`src/hw/bru_params.svh`:
```
// Branch unit parameters
`ifndef BRU_PARAMS_SVH
`define BRU_PARAMS_SVH

// --------------------
// Datapath
// --------------------
`define BRU_XLEN      32  // Data and address width
`define BRU_RNID_W    5   // 32 physical registers

// --------------------
// Structure
// --------------------
// Queue depth must be a power of two
`define BRU_IQ_DEPTH  4
`define BRU_TGT_BUS   2   // Write-back and link write

`endif
```
`src/hw/riscv_isa_pkg.sv`:
```
// RISC-V ISA types
`default_nettype none
`include "bru_params.svh"

package riscv_isa_pkg;

  typedef logic [`BRU_XLEN-1:0] xlen_t;
  typedef logic [`BRU_XLEN-1:0] vaddr_t;  // Virtual address
  typedef logic [31:0]          inst_t;

  // Major opcodes handled by the branch unit
  typedef enum logic [6:0] {
    OPC_BRANCH = 7'b1100011,
    OPC_JALR   = 7'b1100111,
    OPC_JAL    = 7'b1101111
  } opcode_e;

  typedef enum logic [2:0] {
    OP_EQ,
    OP_NE,
    OP_LT,
    OP_GE,
    OP_LTU,
    OP_GEU,
    OP_JUMP,
    OP_NONE
  } bru_op_e;

  typedef enum logic [1:0] {
    IMM_SB,
    IMM_UJ,
    IMM_I,
    IMM_NONE
  } imm_e;

endpackage

`default_nettype wire

```
`src/hw/bru_pipe_pkg.sv`:
```
// Branch pipeline types
`default_nettype none
`include "bru_params.svh"

package bru_pipe_pkg;

  // Physical register tag
  typedef logic [`BRU_RNID_W-1:0] rnid_t;

  // --------------------
  // Write bus
  // --------------------
  typedef struct packed {
    logic                 valid;
    rnid_t                rd_rnid;
    riscv_isa_pkg::xlen_t rd_data;
  } phy_wr_t;

  // --------------------
  // Decoded control
  // --------------------
  typedef struct packed {
    riscv_isa_pkg::bru_op_e op;
    riscv_isa_pkg::imm_e    imm;
    logic                   wr_rd;  // Writes the link register
  } pipe_ctrl_t;

endpackage

`default_nettype wire

```
`src/hw/bru_issue_if.sv`:
```
// Branch issue interface
`timescale 1ns/1ps
`default_nettype none

interface bru_issue_if;

  logic                  valid;  // Instruction in ex0 this cycle
  riscv_isa_pkg::inst_t  inst;
  riscv_isa_pkg::vaddr_t pc;
  bru_pipe_pkg::rnid_t   rs1_rnid;
  bru_pipe_pkg::rnid_t   rs2_rnid;
  bru_pipe_pkg::rnid_t   rd_rnid;
  logic                  pred_taken;
  riscv_isa_pkg::vaddr_t pred_target;

  modport queue (
    output valid, inst, pc, rs1_rnid, rs2_rnid, rd_rnid, pred_taken, pred_target
  );

  modport pipe (
    input valid, inst, pc, rs1_rnid, rs2_rnid, rd_rnid, pred_taken, pred_target
  );

endinterface

`default_nettype wire

```
`src/hw/bru_top.sv`:
```
// Branch execution subsystem
`timescale 1ns/1ps
`default_nettype none
`include "bru_params.svh"

module bru_top (
  input  wire logic                  i_clk,
  input  wire logic                  i_reset_n,
  input  wire logic                  i_issue_valid,
  output logic                       o_issue_ready,
  input  wire riscv_isa_pkg::inst_t  i_issue_inst,
  input  wire riscv_isa_pkg::vaddr_t i_issue_pc,
  input  wire bru_pipe_pkg::rnid_t   i_issue_rs1,
  input  wire bru_pipe_pkg::rnid_t   i_issue_rs2,
  input  wire bru_pipe_pkg::rnid_t   i_issue_rd,
  input  wire logic                  i_issue_pred_taken,
  input  wire riscv_isa_pkg::vaddr_t i_issue_pred_target,
  input  wire logic                  i_wb_valid,
  input  wire bru_pipe_pkg::rnid_t   i_wb_rnid,
  input  wire riscv_isa_pkg::xlen_t  i_wb_data,
  output logic                       o_upd_valid,
  output riscv_isa_pkg::vaddr_t      o_upd_pc,
  output logic                       o_upd_taken,
  output logic                       o_upd_mispredict,
  output riscv_isa_pkg::vaddr_t      o_upd_target,
  output logic                       o_link_valid,
  output bru_pipe_pkg::rnid_t        o_link_rnid,
  output riscv_isa_pkg::xlen_t       o_link_data
);

  bru_pipe_pkg::rnid_t   w_rd_rnid [2];
  riscv_isa_pkg::xlen_t  w_rd_data [2];
  bru_pipe_pkg::phy_wr_t w_tgt_bus [`BRU_TGT_BUS];
  bru_pipe_pkg::phy_wr_t w_link_wr;
  logic                  w_flush;

  bru_issue_if u_issue_if ();

  // Slot 0 external write-back, slot 1 link write
  always_comb begin
    w_tgt_bus[0] = '{valid: i_wb_valid, rd_rnid: i_wb_rnid, rd_data: i_wb_data};
    w_tgt_bus[1] = w_link_wr;
  end

  assign w_flush      = o_upd_valid & o_upd_mispredict;
  assign o_link_valid = w_link_wr.valid;
  assign o_link_rnid  = w_link_wr.rd_rnid;
  assign o_link_data  = w_link_wr.rd_data;

  bru_issue_queue u_queue (
    .i_clk         (i_clk),
    .i_reset_n     (i_reset_n),
    .i_valid       (i_issue_valid),
    .o_ready       (o_issue_ready),
    .i_inst        (i_issue_inst),
    .i_pc          (i_issue_pc),
    .i_rs1         (i_issue_rs1),
    .i_rs2         (i_issue_rs2),
    .i_rd          (i_issue_rd),
    .i_pred_taken  (i_issue_pred_taken),
    .i_pred_target (i_issue_pred_target),
    .i_flush       (w_flush),
    .issue         (u_issue_if)
  );

  bru_pipe u_pipe (
    .i_clk            (i_clk),
    .i_reset_n        (i_reset_n),
    .issue            (u_issue_if),
    .o_rd_rnid        (w_rd_rnid),
    .i_rd_data        (w_rd_data),
    .i_tgt_bus        (w_tgt_bus),
    .o_link_wr        (w_link_wr),
    .o_upd_valid      (o_upd_valid),
    .o_upd_pc         (o_upd_pc),
    .o_upd_taken      (o_upd_taken),
    .o_upd_mispredict (o_upd_mispredict),
    .o_upd_target     (o_upd_target)
  );

  bru_phys_regfile u_regfile (
    .i_clk     (i_clk),
    .i_reset_n (i_reset_n),
    .i_rd_rnid (w_rd_rnid),
    .o_rd_data (w_rd_data),
    .i_wr      (w_tgt_bus)  // Bus doubles as write ports
  );

endmodule

`default_nettype wire

```
`src/hw/bru_pipe.sv`:
```
// Three-stage branch pipeline
`timescale 1ns/1ps
`default_nettype none
`include "bru_params.svh"

module bru_pipe (
  input  wire logic                  i_clk,
  input  wire logic                  i_reset_n,
  bru_issue_if.pipe                  issue,
  output bru_pipe_pkg::rnid_t        o_rd_rnid [2],
  input  wire riscv_isa_pkg::xlen_t  i_rd_data [2],
  input  wire bru_pipe_pkg::phy_wr_t i_tgt_bus [`BRU_TGT_BUS],
  output bru_pipe_pkg::phy_wr_t      o_link_wr,
  output logic                       o_upd_valid,
  output riscv_isa_pkg::vaddr_t      o_upd_pc,
  output logic                       o_upd_taken,
  output logic                       o_upd_mispredict,
  output riscv_isa_pkg::vaddr_t      o_upd_target
);

  bru_pipe_pkg::pipe_ctrl_t w_ex0_ctrl;
  riscv_isa_pkg::xlen_t     w_ex0_rs1;
  riscv_isa_pkg::xlen_t     w_ex0_rs2;
  logic                     w_flush;

  logic                     r_ex1_valid;
  bru_pipe_pkg::pipe_ctrl_t r_ex1_ctrl;
  riscv_isa_pkg::inst_t     r_ex1_inst;
  riscv_isa_pkg::vaddr_t    r_ex1_pc;
  bru_pipe_pkg::rnid_t      r_ex1_rs1_rnid;
  bru_pipe_pkg::rnid_t      r_ex1_rs2_rnid;
  bru_pipe_pkg::rnid_t      r_ex1_rd_rnid;
  logic                     r_ex1_pred_taken;
  riscv_isa_pkg::vaddr_t    r_ex1_pred_target;
  riscv_isa_pkg::xlen_t     r_ex1_rs1_data;
  riscv_isa_pkg::xlen_t     r_ex1_rs2_data;
  riscv_isa_pkg::xlen_t     w_ex1_rs1;
  riscv_isa_pkg::xlen_t     w_ex1_rs2;
  logic                     w_ex1_taken;
  riscv_isa_pkg::vaddr_t    w_ex1_off_sb;
  riscv_isa_pkg::vaddr_t    w_ex1_off_uj;
  riscv_isa_pkg::vaddr_t    w_ex1_off_i;
  riscv_isa_pkg::vaddr_t    w_ex1_pc_next;
  riscv_isa_pkg::vaddr_t    w_ex1_br_tgt;
  riscv_isa_pkg::vaddr_t    w_ex1_target;
  logic                     w_ex1_mispred;

  logic                     r_ex2_valid;
  logic                     r_ex2_wr_rd;
  logic                     r_ex2_taken;
  logic                     r_ex2_mispred;
  riscv_isa_pkg::vaddr_t    r_ex2_pc;
  riscv_isa_pkg::vaddr_t    r_ex2_target;
  bru_pipe_pkg::rnid_t      r_ex2_rd_rnid;

  // Newest matching bus slot overrides the operand
  function automatic riscv_isa_pkg::xlen_t fwd_data(input bru_pipe_pkg::rnid_t  rnid,
                                                    input riscv_isa_pkg::xlen_t base);
    riscv_isa_pkg::xlen_t data;
    data = base;
    for (int t = 0; t < `BRU_TGT_BUS; t++) begin
      if (i_tgt_bus[t].valid && (i_tgt_bus[t].rd_rnid == rnid) && (rnid != '0)) begin
        data = i_tgt_bus[t].rd_data;
      end
    end
    return data;
  endfunction

  // --------------------
  // ex0
  // --------------------
  bru_decoder u_decoder (
    .i_inst (issue.inst),
    .o_ctrl (w_ex0_ctrl)
  );

  always_comb begin
    o_rd_rnid[0] = issue.rs1_rnid;
    o_rd_rnid[1] = issue.rs2_rnid;
    w_ex0_rs1    = fwd_data(issue.rs1_rnid, i_rd_data[0]);
    w_ex0_rs2    = fwd_data(issue.rs2_rnid, i_rd_data[1]);
  end

  assign w_flush = r_ex2_valid & r_ex2_mispred;  // Kills ex0 and ex1

  // --------------------
  // ex1
  // --------------------
  assign w_ex1_off_sb  = {{(`BRU_XLEN-13){r_ex1_inst[31]}}, r_ex1_inst[31], r_ex1_inst[7],
                          r_ex1_inst[30:25], r_ex1_inst[11:8], 1'b0};
  assign w_ex1_off_uj  = {{(`BRU_XLEN-21){r_ex1_inst[31]}}, r_ex1_inst[31], r_ex1_inst[19:12],
                          r_ex1_inst[20], r_ex1_inst[30:21], 1'b0};
  assign w_ex1_off_i   = {{(`BRU_XLEN-12){r_ex1_inst[31]}}, r_ex1_inst[31:20]};
  assign w_ex1_pc_next = r_ex1_pc + riscv_isa_pkg::vaddr_t'(4);

  always_comb begin
    w_ex1_rs1 = fwd_data(r_ex1_rs1_rnid, r_ex1_rs1_data);
    w_ex1_rs2 = fwd_data(r_ex1_rs2_rnid, r_ex1_rs2_data);
    case (r_ex1_ctrl.op)
      riscv_isa_pkg::OP_EQ:   w_ex1_taken = (w_ex1_rs1 == w_ex1_rs2);
      riscv_isa_pkg::OP_NE:   w_ex1_taken = (w_ex1_rs1 != w_ex1_rs2);
      riscv_isa_pkg::OP_LT:   w_ex1_taken = ($signed(w_ex1_rs1) <  $signed(w_ex1_rs2));
      riscv_isa_pkg::OP_GE:   w_ex1_taken = ($signed(w_ex1_rs1) >= $signed(w_ex1_rs2));
      riscv_isa_pkg::OP_LTU:  w_ex1_taken = (w_ex1_rs1 <  w_ex1_rs2);
      riscv_isa_pkg::OP_GEU:  w_ex1_taken = (w_ex1_rs1 >= w_ex1_rs2);
      riscv_isa_pkg::OP_JUMP: w_ex1_taken = 1'b1;
      default:                w_ex1_taken = 1'b0;
    endcase
    case (r_ex1_ctrl.imm)
      riscv_isa_pkg::IMM_SB: w_ex1_br_tgt = r_ex1_pc + w_ex1_off_sb;
      riscv_isa_pkg::IMM_UJ: w_ex1_br_tgt = r_ex1_pc + w_ex1_off_uj;
      // JALR drops bit 0
      riscv_isa_pkg::IMM_I:  w_ex1_br_tgt = (w_ex1_rs1 + w_ex1_off_i) &
                                            ~riscv_isa_pkg::vaddr_t'(1);
      default:               w_ex1_br_tgt = w_ex1_pc_next;
    endcase
    w_ex1_target  = w_ex1_taken ? w_ex1_br_tgt : w_ex1_pc_next;
    w_ex1_mispred = (w_ex1_taken != r_ex1_pred_taken) |
                    (w_ex1_taken & r_ex1_pred_taken & (w_ex1_target != r_ex1_pred_target));
  end

  always_ff @(posedge i_clk or negedge i_reset_n) begin
    if (!i_reset_n) begin
      r_ex1_valid <= 1'b0;
      r_ex1_ctrl  <= '0;
      r_ex2_valid <= 1'b0;
      r_ex2_wr_rd <= 1'b0;
    end else begin
      r_ex1_valid <= issue.valid & ~w_flush;
      r_ex1_ctrl  <= w_ex0_ctrl;
      r_ex2_valid <= r_ex1_valid & ~w_flush;
      r_ex2_wr_rd <= r_ex1_ctrl.wr_rd;
    end
  end

  always_ff @(posedge i_clk) begin
    r_ex1_inst        <= issue.inst;
    r_ex1_pc          <= issue.pc;
    r_ex1_rs1_rnid    <= issue.rs1_rnid;
    r_ex1_rs2_rnid    <= issue.rs2_rnid;
    r_ex1_rd_rnid     <= issue.rd_rnid;
    r_ex1_pred_taken  <= issue.pred_taken;
    r_ex1_pred_target <= issue.pred_target;
    r_ex1_rs1_data    <= w_ex0_rs1;
    r_ex1_rs2_data    <= w_ex0_rs2;
    r_ex2_taken       <= w_ex1_taken;
    r_ex2_mispred     <= w_ex1_mispred;
    r_ex2_pc          <= r_ex1_pc;
    r_ex2_target      <= w_ex1_target;
    r_ex2_rd_rnid     <= r_ex1_rd_rnid;
  end

  // --------------------
  // ex2
  // --------------------
  assign o_upd_valid      = r_ex2_valid;
  assign o_upd_pc         = r_ex2_pc;
  assign o_upd_taken      = r_ex2_taken;
  assign o_upd_mispredict = r_ex2_mispred;
  assign o_upd_target     = r_ex2_target;

  always_comb begin
    o_link_wr.valid   = r_ex2_valid & r_ex2_wr_rd & (r_ex2_rd_rnid != '0);
    o_link_wr.rd_rnid = r_ex2_rd_rnid;
    o_link_wr.rd_data = r_ex2_pc + riscv_isa_pkg::xlen_t'(4);  // Return address
  end

endmodule

`default_nettype wire

```
`src/hw/bru_phys_regfile.sv`:
```
// Physical register file
`timescale 1ns/1ps
`default_nettype none
`include "bru_params.svh"

module bru_phys_regfile (
  input  wire logic                  i_clk,
  input  wire logic                  i_reset_n,
  input  wire bru_pipe_pkg::rnid_t   i_rd_rnid [2],
  output riscv_isa_pkg::xlen_t       o_rd_data [2],
  input  wire bru_pipe_pkg::phy_wr_t i_wr [`BRU_TGT_BUS]
);

  localparam int NUM_REGS = 1 << `BRU_RNID_W;

  riscv_isa_pkg::xlen_t r_regs [NUM_REGS];

  always_ff @(posedge i_clk or negedge i_reset_n) begin
    if (!i_reset_n) begin
      for (int i = 0; i < NUM_REGS; i++) begin
        r_regs[i] <= '0;
      end
    end else begin
      // Higher slot wins on same tag
      for (int s = 0; s < `BRU_TGT_BUS; s++) begin
        if (i_wr[s].valid) begin
          r_regs[i_wr[s].rd_rnid] <= i_wr[s].rd_data;
        end
      end
    end
  end

  always_comb begin
    for (int p = 0; p < 2; p++) begin
      o_rd_data[p] = (i_rd_rnid[p] == '0) ? '0 : r_regs[i_rd_rnid[p]];  // Tag 0 is zero
    end
  end

endmodule

`default_nettype wire

```
`src/hw/bru_decoder.sv`:
```
// Branch instruction decoder
`timescale 1ns/1ps
`default_nettype none

module bru_decoder (
  input  wire riscv_isa_pkg::inst_t i_inst,
  output bru_pipe_pkg::pipe_ctrl_t  o_ctrl
);

  logic [2:0] w_funct3;

  assign w_funct3 = i_inst[14:12];

  always_comb begin
    o_ctrl.op    = riscv_isa_pkg::OP_NONE;
    o_ctrl.imm   = riscv_isa_pkg::IMM_NONE;
    o_ctrl.wr_rd = 1'b0;
    case (i_inst[6:0])
      riscv_isa_pkg::OPC_BRANCH: begin
        o_ctrl.imm = riscv_isa_pkg::IMM_SB;
        case (w_funct3)
          3'b000:  o_ctrl.op = riscv_isa_pkg::OP_EQ;
          3'b001:  o_ctrl.op = riscv_isa_pkg::OP_NE;
          3'b100:  o_ctrl.op = riscv_isa_pkg::OP_LT;
          3'b101:  o_ctrl.op = riscv_isa_pkg::OP_GE;
          3'b110:  o_ctrl.op = riscv_isa_pkg::OP_LTU;
          3'b111:  o_ctrl.op = riscv_isa_pkg::OP_GEU;
          default: o_ctrl.imm = riscv_isa_pkg::IMM_NONE;  // Reserved funct3
        endcase
      end
      riscv_isa_pkg::OPC_JAL: begin
        o_ctrl.op    = riscv_isa_pkg::OP_JUMP;
        o_ctrl.imm   = riscv_isa_pkg::IMM_UJ;
        o_ctrl.wr_rd = 1'b1;
      end
      riscv_isa_pkg::OPC_JALR: begin
        if (w_funct3 == 3'b000) begin
          o_ctrl.op    = riscv_isa_pkg::OP_JUMP;
          o_ctrl.imm   = riscv_isa_pkg::IMM_I;
          o_ctrl.wr_rd = 1'b1;
        end
      end
      default: ;
    endcase
  end

endmodule

`default_nettype wire

```
`src/hw/bru_issue_queue.sv`:
```
// Branch instruction queue
`timescale 1ns/1ps
`default_nettype none
`include "bru_params.svh"

module bru_issue_queue (
  input  wire logic                  i_clk,
  input  wire logic                  i_reset_n,
  input  wire logic                  i_valid,
  output logic                       o_ready,
  input  wire riscv_isa_pkg::inst_t  i_inst,
  input  wire riscv_isa_pkg::vaddr_t i_pc,
  input  wire bru_pipe_pkg::rnid_t   i_rs1,
  input  wire bru_pipe_pkg::rnid_t   i_rs2,
  input  wire bru_pipe_pkg::rnid_t   i_rd,
  input  wire logic                  i_pred_taken,
  input  wire riscv_isa_pkg::vaddr_t i_pred_target,
  input  wire logic                  i_flush,
  bru_issue_if.queue                 issue
);

  localparam int PTR_W = $clog2(`BRU_IQ_DEPTH);

  typedef struct packed {
    riscv_isa_pkg::inst_t  inst;
    riscv_isa_pkg::vaddr_t pc;
    bru_pipe_pkg::rnid_t   rs1;
    bru_pipe_pkg::rnid_t   rs2;
    bru_pipe_pkg::rnid_t   rd;
    logic                  pred_taken;
    riscv_isa_pkg::vaddr_t pred_target;
  } entry_t;

  entry_t           r_mem [`BRU_IQ_DEPTH];
  logic [PTR_W-1:0] r_wr_ptr;
  logic [PTR_W-1:0] r_rd_ptr;
  logic [PTR_W:0]   r_count;
  logic             w_push;
  logic             w_pop;
  entry_t           w_head;

  assign o_ready = (r_count != (PTR_W+1)'(`BRU_IQ_DEPTH)) & ~i_flush;  // Full or flushing
  assign w_push  = i_valid & o_ready;
  assign w_pop   = (r_count != '0);  // Pipe never stalls

  always_ff @(posedge i_clk or negedge i_reset_n) begin
    if (!i_reset_n) begin
      r_wr_ptr <= '0;
      r_rd_ptr <= '0;
      r_count  <= '0;
    end else if (i_flush) begin
      r_wr_ptr <= '0;
      r_rd_ptr <= '0;
      r_count  <= '0;
    end else begin
      if (w_push) begin
        r_wr_ptr <= r_wr_ptr + 1'b1;
      end
      if (w_pop) begin
        r_rd_ptr <= r_rd_ptr + 1'b1;
      end
      r_count <= r_count + {{PTR_W{1'b0}}, w_push} - {{PTR_W{1'b0}}, w_pop};
    end
  end

  always_ff @(posedge i_clk) begin
    if (w_push) begin
      r_mem[r_wr_ptr] <= '{i_inst, i_pc, i_rs1, i_rs2, i_rd, i_pred_taken, i_pred_target};
    end
  end

  // --------------------
  // Head to ex0
  // --------------------
  assign w_head            = r_mem[r_rd_ptr];
  assign issue.valid       = w_pop;
  assign issue.inst        = w_head.inst;
  assign issue.pc          = w_head.pc;
  assign issue.rs1_rnid    = w_head.rs1;
  assign issue.rs2_rnid    = w_head.rs2;
  assign issue.rd_rnid     = w_head.rd;
  assign issue.pred_taken  = w_head.pred_taken;
  assign issue.pred_target = w_head.pred_target;

endmodule

`default_nettype wire

```
`config.mk`:
```
export PLATFORM = sky130hd
export DESIGN_NAME = bru_top
export DESIGN_NICKNAME = d
export VERILOG_FILES = /design/src/hw/riscv_isa_pkg.sv /design/src/hw/bru_pipe_pkg.sv /design/src/hw/bru_issue_if.sv /design/src/hw/bru_top.sv /design/src/hw/bru_pipe.sv /design/src/hw/bru_phys_regfile.sv /design/src/hw/bru_decoder.sv /design/src/hw/bru_issue_queue.sv
export VERILOG_INCLUDE_DIRS = /design/src /design/src/hw
export SDC_FILE = /design/constraint.sdc
export NUM_CORES = 2
export LEC_CHECK = 0
export BUFFER_PORTS_ARGS = -buffer_cell sky130_fd_sc_hd__buf_2
export CORE_MARGIN = 5
export CORE_UTILIZATION = 25
export DETAILED_ROUTE_END_ITERATION = 8
export PLACE_DENSITY = 0.47
export SKIP_LAST_GASP = 1
export SLEW_MARGIN = 0
export SYNTH_ARGS = -nofsm -noshare
export SYNTH_HDL_FRONTEND = slang
export SYNTH_SLANG_ARGS = --single-unit
```
`constraint.sdc`:
```
create_clock -name i_clk -period 12.84 [get_ports i_clk]
set_input_delay 2.568 -clock i_clk [delete_from_list [all_inputs] [get_ports i_clk]]
set_output_delay 2.568 -clock i_clk [all_outputs]
set_load 0.01 [all_outputs]
```
==> Yosys cells after proc, flatten, opt, wreduce, memory -nomap -nowiden <==
Memories as Yosys holds them, arrays and structs flattened.
Index checks and enable logic that the tools add are counted.
{ "classes": {"add_sub_neg": 9, "magnitude_cmp": 10, "n_eq_ne": 29, "n_mux": 39, "n_bitwise": 15, "n_reduce_logical": 32} }
{ "ops": {"columns": ["cell", "count"], "rows": [
  ["1024-bit bitwise mux", 2],
  ["1024-bit two-way mux", 2],
  ["32-bit two-way mux", 17],
  ["32-bit binary-select mux with 5-bit select", 2],
  ["32-bit demux with 5-bit select", 2],
  ["32-bit adder", 3],
  ["32-bit case mux with 3 select lines", 1],
  ["32-bit by 3-bit adder with 32-bit output, second input constant", 2],
  ["32-bit greater-or-equal comparator", 2],
  ["32-bit less-than comparator", 2],
  ["32-bit inequality test", 2],
  ["5-bit == test", 8],
  ["32-bit == test", 1],
  ["5-bit nonzero test", 5],
  ["6-bit greater-or-equal comparator, second input constant", 4],
  ["5-bit NOT with 6-bit output", 4],
  ["3-bit == test, second input constant", 7],
  ["7-bit == test, second input constant", 3],
  ["1-bit logical AND", 18],
  ["3-bit case mux with 6 select lines", 1],
  ["5-bit case mux with 3 select lines", 1],
  ["6-bit by 1-bit less-than comparator with 1-bit output, second input constant", 2],
  ["5-bit logical NOT", 2],
  ["2-bit two-way mux", 5],
  ["other kinds (22)", 36]
]} }
{ "word_totals": {"ff_bits": 1287, "ram_bits": 448, "inputBits": 153, "out_inout_bits": 106, "elab_cells": 190, "n_memories": 1} }
{ "memory_table": {"columns": ["memory", "depth", "width", "rd", "rd_clocked_by_memory_dff", "write_ports", "line_no", "text"], "rows": [
  ["u_queue.r_mem", 4, 112, 1, 0, 1, "bru_issue_queue.sv:34", "entry_t r_mem [`BRU_IQ_DEPTH];"]
]} }

==> Depth between registers and ports, before layout <==
{ "logic_depth": {"word_depth": 11, "ltp_mapped": 30} }

==> Cells and area by module <==
Synthesis repeated with hierarchy kept, for this count alone.
{ "hier_totals": {"hier_cells": 8421, "area_unflattened_um2": 96331.1} }
{ "modules_own_cells": {"columns": ["mod", "instances", "cells_per_inst", "area_per_inst_um2", "seq_area_each_um2"], "rows": [
  ["bru_phys_regfile", 1, 6024, 64520.6, 25624.6],
  ["bru_issue_queue", 1, 629, 16598.4, 13628.1],
  ["bru_pipe", 1, 1744, 15054.4, 5029.8],
  ["bru_decoder", 1, 23, 151.4, 0.0],
  ["bru_top", 1, 1, 6.3, 0.0]
]} }

==> Worst setup path after synthesis <==
OpenSTA, ideal clock, no wires.
{ "synth_path": {"kind": "input-to-reg", "from": "in i_wb_rnid[3]", "to": "reg u_pipe.r_ex2_mispred, in the netlist u_pipe.o_upd_mispredict", "setup_time_ns": 0.127, "arrival_time_ns": 7.966, "path_slack_ns": 4.746, "path_stages": 26, "path_cell_list": "buf_1 > xnor2_1 > nand4_1 > nor4_1 > clkbuf_1 > mux2i_1 > nand2_1 > o21ai_0 > ha_1 > a21oi_2 > nand2_1 > a221o_1 > o31a_1 > a311oi_2 > mux2i_2 > nand2_4 > inv_4 > buf_6 > buf_2 > ha_1 > nor2_1 > o21ai_0 > a21oi_1 > o2111ai_1 > nor4_2 > a31oi_1"} }
{ "synth_via": {"elab_chain_cells": 11, "elab_cells_between_ends": 25, "cone_classes": "add/sub (1); order compare (4); eq/ne (6); mux (7); bitwise (3); reduce/logical (4)"} }
{ "synth_lines": {"columns": ["item", "line_no", "text"], "rows": [
  ["start: declaration", "bru_top.sv:19", "input wire bru_pipe_pkg::rnid_t i_wb_rnid,"],
  ["5-bit == test", "bru_pipe.sv:62", "if (i_tgt_bus[t].valid && (i_tgt_bus[t].rd_rnid == rnid) && (rnid != '0)) begin"],
  ["1-bit logical AND (2 in series)", "bru_pipe.sv:62", null],
  ["32-bit two-way mux (2 in series)", "bru_pipe.sv:62", null],
  ["32-bit greater-or-equal comparator, or another cell as far along", "bru_pipe.sv:105", "riscv_isa_pkg::OP_GEU: w_ex1_taken = (w_ex1_rs1 >= w_ex1_rs2);"],
  ["1-bit case mux with 7 select lines *", "bru_pipe.sv:99", "case (r_ex1_ctrl.op)"],
  ["net u_pipe.w_ex1_taken", "bru_pipe.sv:39", "logic w_ex1_taken;"],
  ["32-bit two-way mux", "bru_pipe.sv:117", "w_ex1_target = w_ex1_taken ? w_ex1_br_tgt : w_ex1_pc_next;"],
  ["32-bit inequality test", "bru_pipe.sv:119", "(w_ex1_taken & r_ex1_pred_taken & (w_ex1_target != r_ex1_pred_target));"],
  ["1-bit AND", "bru_pipe.sv:119", null],
  ["1-bit bitwise OR *", "bru_pipe.sv:118", "w_ex1_mispred = (w_ex1_taken != r_ex1_pred_taken) |"],
  ["net u_pipe.w_ex1_mispred", "bru_pipe.sv:46", "logic w_ex1_mispred;"],
  ["end signal: assignment", "bru_pipe.sv:147", "r_ex2_mispred <= w_ex1_mispred;"],
  ["end: declaration", "bru_pipe.sv:51", "logic r_ex2_mispred;"]
]} }
Mark *: on every way through the listed nets, which the timed path passes. The rest lies on a longest branch.
A chain may end at the register's enable or synchronous reset.

==> Final worst setup path <==
{ "layout_path": {"from": "in i_wb_rnid[3]", "to": "reg u_pipe.r_ex2_mispred, in the netlist u_pipe.o_upd_mispredict"} }
{ "layout_via": {"elab_chain_cells": 11, "elab_cells_between_ends": 25, "cone_classes": "add/sub (1); order compare (4); eq/ne (6); mux (7); bitwise (3); reduce/logical (4)"} }
{ "layout_lines": {"columns": ["item", "line_no"], "rows": [
  ["5-bit == test", "bru_pipe.sv:62"],
  ["1-bit logical AND (2 in series)", "bru_pipe.sv:62"],
  ["32-bit two-way mux (2 in series)", "bru_pipe.sv:62"],
  ["32-bit greater-or-equal comparator, or another cell as far along", "bru_pipe.sv:105"],
  ["1-bit case mux with 7 select lines or 32-bit case mux with 3 select lines (tied branches)", "bru_pipe.sv:99, bru_pipe.sv:109"],
  ["32-bit two-way mux", "bru_pipe.sv:117"],
  ["32-bit inequality test", "bru_pipe.sv:119"],
  ["1-bit AND", "bru_pipe.sv:119"],
  ["1-bit bitwise OR *", "bru_pipe.sv:118"],
  ["net u_pipe.w_ex1_mispred", "bru_pipe.sv:46"]
]} }
Marks and branches as above.

==> summary.txt <==
Critical path
  • CP Launch Type: input port
  • RR Startpoint: u_pipe.o_upd_pc[2]
  • Reg-to-reg setup timing slack: 4.44 ns
  • WS Path Type: input port to register
  • Worst Path Required: 13.58 ns
  • Crit path DAT: 9.61 ns
  • CP Capture Type: register
  • Crit Path Max Fanout: 31
  • Critical Path Source: i_wb_rnid[3]

Floorplanning
  • Die H: around 620 microns
  • Core area: 375000 sq um
  • Chip width: 624 microns
  • Die area: 389000 sq um
  • Num rows: 225
  • Starting Density: 25.1%
  • IO Count: 259

STA
  • Max-slew violations: 0
  • Clk_skew: 0.0688 ns
  • Hold Vio Cnt, Final: 0
  • RSZ-0062 raised after global routing: false
  • Max_slew headroom: 1.14%
  • Fmax: 0.113 GHz
  • WHS: 0.325 ns
  • Total negative slack: 0 ns
  • Period utilization: 69.1%
  • Final setup viols: 0
  • Worst-margin pin slew: 1.48 ns
  • Period minus WS final: about 8.9 ns

Clock tree
  • CTS buffer count: 205
  • CTS Sinks: around 1700
  • H-tree depth: 4
  • CTS root buf: clkbuf_16
  • Clock tree buffer depth: 4
  • Post-CTS resize count: 0
  • Hold_buf cts: 0
  • Worst-path clk slew: 0.06 ns
  • CTS tree: built
  • Clk_lat worst skew: 0.90 ns
  • Setup Buffers After CTS: 0

Placement
  • DP HPWL: between 200 and 300 mm
  • Gp weighted congestion: 0.928
  • Placed cell areas: around 100000 sq um
  • PortBufs: ~260

Synth
  • Synth unique cells: 105
  • Most frequent cell after synthesis: mux2i_1
  • Synthesized Nets: 8121
  • Most common library cells after synthesis: mux2i_1 (1069), dfrtp_1 (1040), nand2_1 (881), o21ai_0 (800), mux4_2 (747)
  • Seq cells post-synth: 1728
  • Register area share after synthesis: 47.0%
  • Largest area contributor in the netlist: dfrtp_1
  • Mean post-synth cell area: 12.0 sq um
  • Synthesis Warnings: 0
  • Top FF cell, synth: dfrtp_1
  • Area contributors post-synth: dfrtp_1 (28%), mux4_2 (18%), edfxtp_1 (14%), mux2i_1 (11%), dfxtp_1 (5.1%)
  • Top cell type's share of synthesized area: 27.6%
  • Asr flop ratio synth: 60.2%
  • Post-synth EDFFs: 448
  • Syn Inst Count: 7864
  • Syn Std Cell Area: 94100 sq um

Power
  • Total chip power: between 30 and 40 mW
  • Maximum VDD drop: 231 uV
  • Pwr dens: 291 nW/um^2
  • NetSw: roughly 13 mW
  • Flop pwr share: 31.0%
  • P_leak: 39.8 nW
  • Sw frac: 42.3%
  • Int Pwr: approximately 18 mW
  • Clock Power Share: 18.8%
  • Gate power share: 50.2%

Detailed routing
  • ANT nets after route: 0
  • Avg WL per Cell: 30.6 microns
  • DRT Wirelength: just under 400 mm
  • Starting DRT DRC Count: roughly 7900
  • Vias per cell: 5.35
  • Vias: between 60000 and 70000
  • # DRC: 0
  • First-pass DRT Iterations: 6

Global routing
  • First-pass GRT wire length: 553 mm
  • Antenna violations before repair: 81
  • GRT Util Overall: 19.7%
  • Vias in the first global route: 67700
  • Largest net degree at the start of global routing: between 150 and 200
  • Global route overflow: 0

Outcome
  • Status: finished with violations
  • Failing checks: capacitance limit

Hold path
  • Worst Hold Class: register to register
  • Hold path startpoint: u_pipe.r_ex1_rd_rnid[4]

Finish
  • Fillers: 38100
  • Share of layout cells above drive strength 1: 21.9%
  • Register area: 44300 sq um
  • Multi-input logic area: 47300 sq um
  • Fin area: 108000 sq um
  • Area growth, synth to finish: 14.6%
  • Share of the core filled with cells: 28.7%
  • Final #Nets: 8012

Run
  • Max cap viols: 1
-- sequential cells by signal, summed over array words and instances, names as in the netlist, 32 cells and up --
name / flops
u_pipe.r_ex1_rs2_data: 32
u_pipe.r_ex1_pred_target: 32
u_regfile.r_regs: 1024
u_pipe.r_ex1_rs1_data: 32
u_queue.r_mem: 448
u_pipe.o_upd_target: 32
u_pipe.o_upd_pc: 32
u_pipe.r_ex1_pc: 32
-- worst max-delay path, cell delays in order --
cell	delay, ns
buf_2	0.19
xor2_1	0.20
nor4_2	0.55
nand2_2	0.77
mux2i_1	0.29
o21ai_0	0.47
ha_1	0.37
a21oi_1	0.14
o21ai_1	0.12
a221o_1	0.36
o31a_1	0.33
a311oi_2	0.55
mux2i_2	0.55
nand2_4	0.26
inv_4	0.34
nand2_2	0.13
o22ai_2	0.22
mux2_4	0.32
a221o_1	0.27
nor4b_1	0.39
a31oi_1	0.15
-- metal layers --
metal,vias up,wire length [microns],GRT usage [%]
met1,35900,166000,26.7
met5,-,361,0
met3,842,32100,4.19
li1,29100,-,-
met2,3333,178000,30.5
met4,56,20300,8.56
-- cell type report --
class,instances,share of cell area [%]
multi-input combinational,5280,43.8
sequential,1728,41.1
tap,4994,5.79
clock buffer,314,5.75
timing repair buffer,459,2.73
clock inverter,56,0.467
inverter,81,0.284
antenna,45,0.104
-- cells by family (layout without fill, tap and decap cells) --
family	count (synthesis)	in the layout	synth area share, %
buffers and inverters	856	910	3.56
xor gates and xnor gates	164	164	1.53
muxes	1896	1896	30.2
DFF	1728	1728	47.0
AOI/OAI and AO/OA	1511	1511	9.03
adders and majority gates	104	104	1.41
other	0	45	0
and+or+nand+nor	1605	1605	7.23
-- placed cells by master, fill, tap and decap left out, types with 12 or more instances in the layout --
cell type,instances
mux2i_1,1069
dfrtp_1,1038
nand2_1,863
o21ai_0,800
mux4_2,737
edfxtp_1,448
a21oi_1,423
nor2_1,382
buf_2,257
dfxtp_1,240
clkbuf_16,211
buf_4,190
ha_1,101
xnor2_1,79
mux2_2,78
inv_1,74
xor2_1,63
nand3_1,55
a211oi_1,54
clkbuf_8,54
clkbuf_1,49
nand4_1,46
diode_2,45
nor2_4,40
a21o_1,40
a221oi_1,37
nor3_1,32
clkinv_2,31
and3_1,24
nor2b_1,24
and2_1,17
nand2_4,17
a22oi_1,16
xnor2_2,15
a31oi_1,14
or3_1,13
clkinv_1,12
nand2b_1,12
-- power groups by stage --
stage | sequential, mW | clock [mW] | combinational (mW)
2_1_floorplan | 8.94 | 0 | 10.5
3_3_place_gp | 9.63 | 0 | 15.5
3_5_place_dp | 9.75 | 0 | 15.6
4_1_cts | 9.67 | 6.02 | 15.7
5_1_grt | 9.93 | 6.23 | 16.7
6_report | 9.72 | 5.91 | 15.8
-- through the flow --
stage	setup WS (ns)	std cells
after floorplan	4.75	7864
after global placement	3.42	12500
after detailed placement	3.37	12500
after CTS	4.26	12900
after global routing	3.89	12900
final	3.97	13000
-- final timing paths --
| kind | end | cells after the start |
|---|---|---|
| max | u_pipe.o_upd_mispredict | 21 |
| min in group asynchronous | u_regfile.r_regs[708] | 1 |
| min reg2reg | u_pipe.r_ex2_rd_rnid[4] | 0 |
| max reg2reg | u_pipe.o_upd_mispredict | 28 |
| max in group asynchronous | u_regfile.r_regs[724] | 3 |
| min | u_pipe.r_ex2_rd_rnid[4] | 0 |
(Power assumes the default switching activity.)
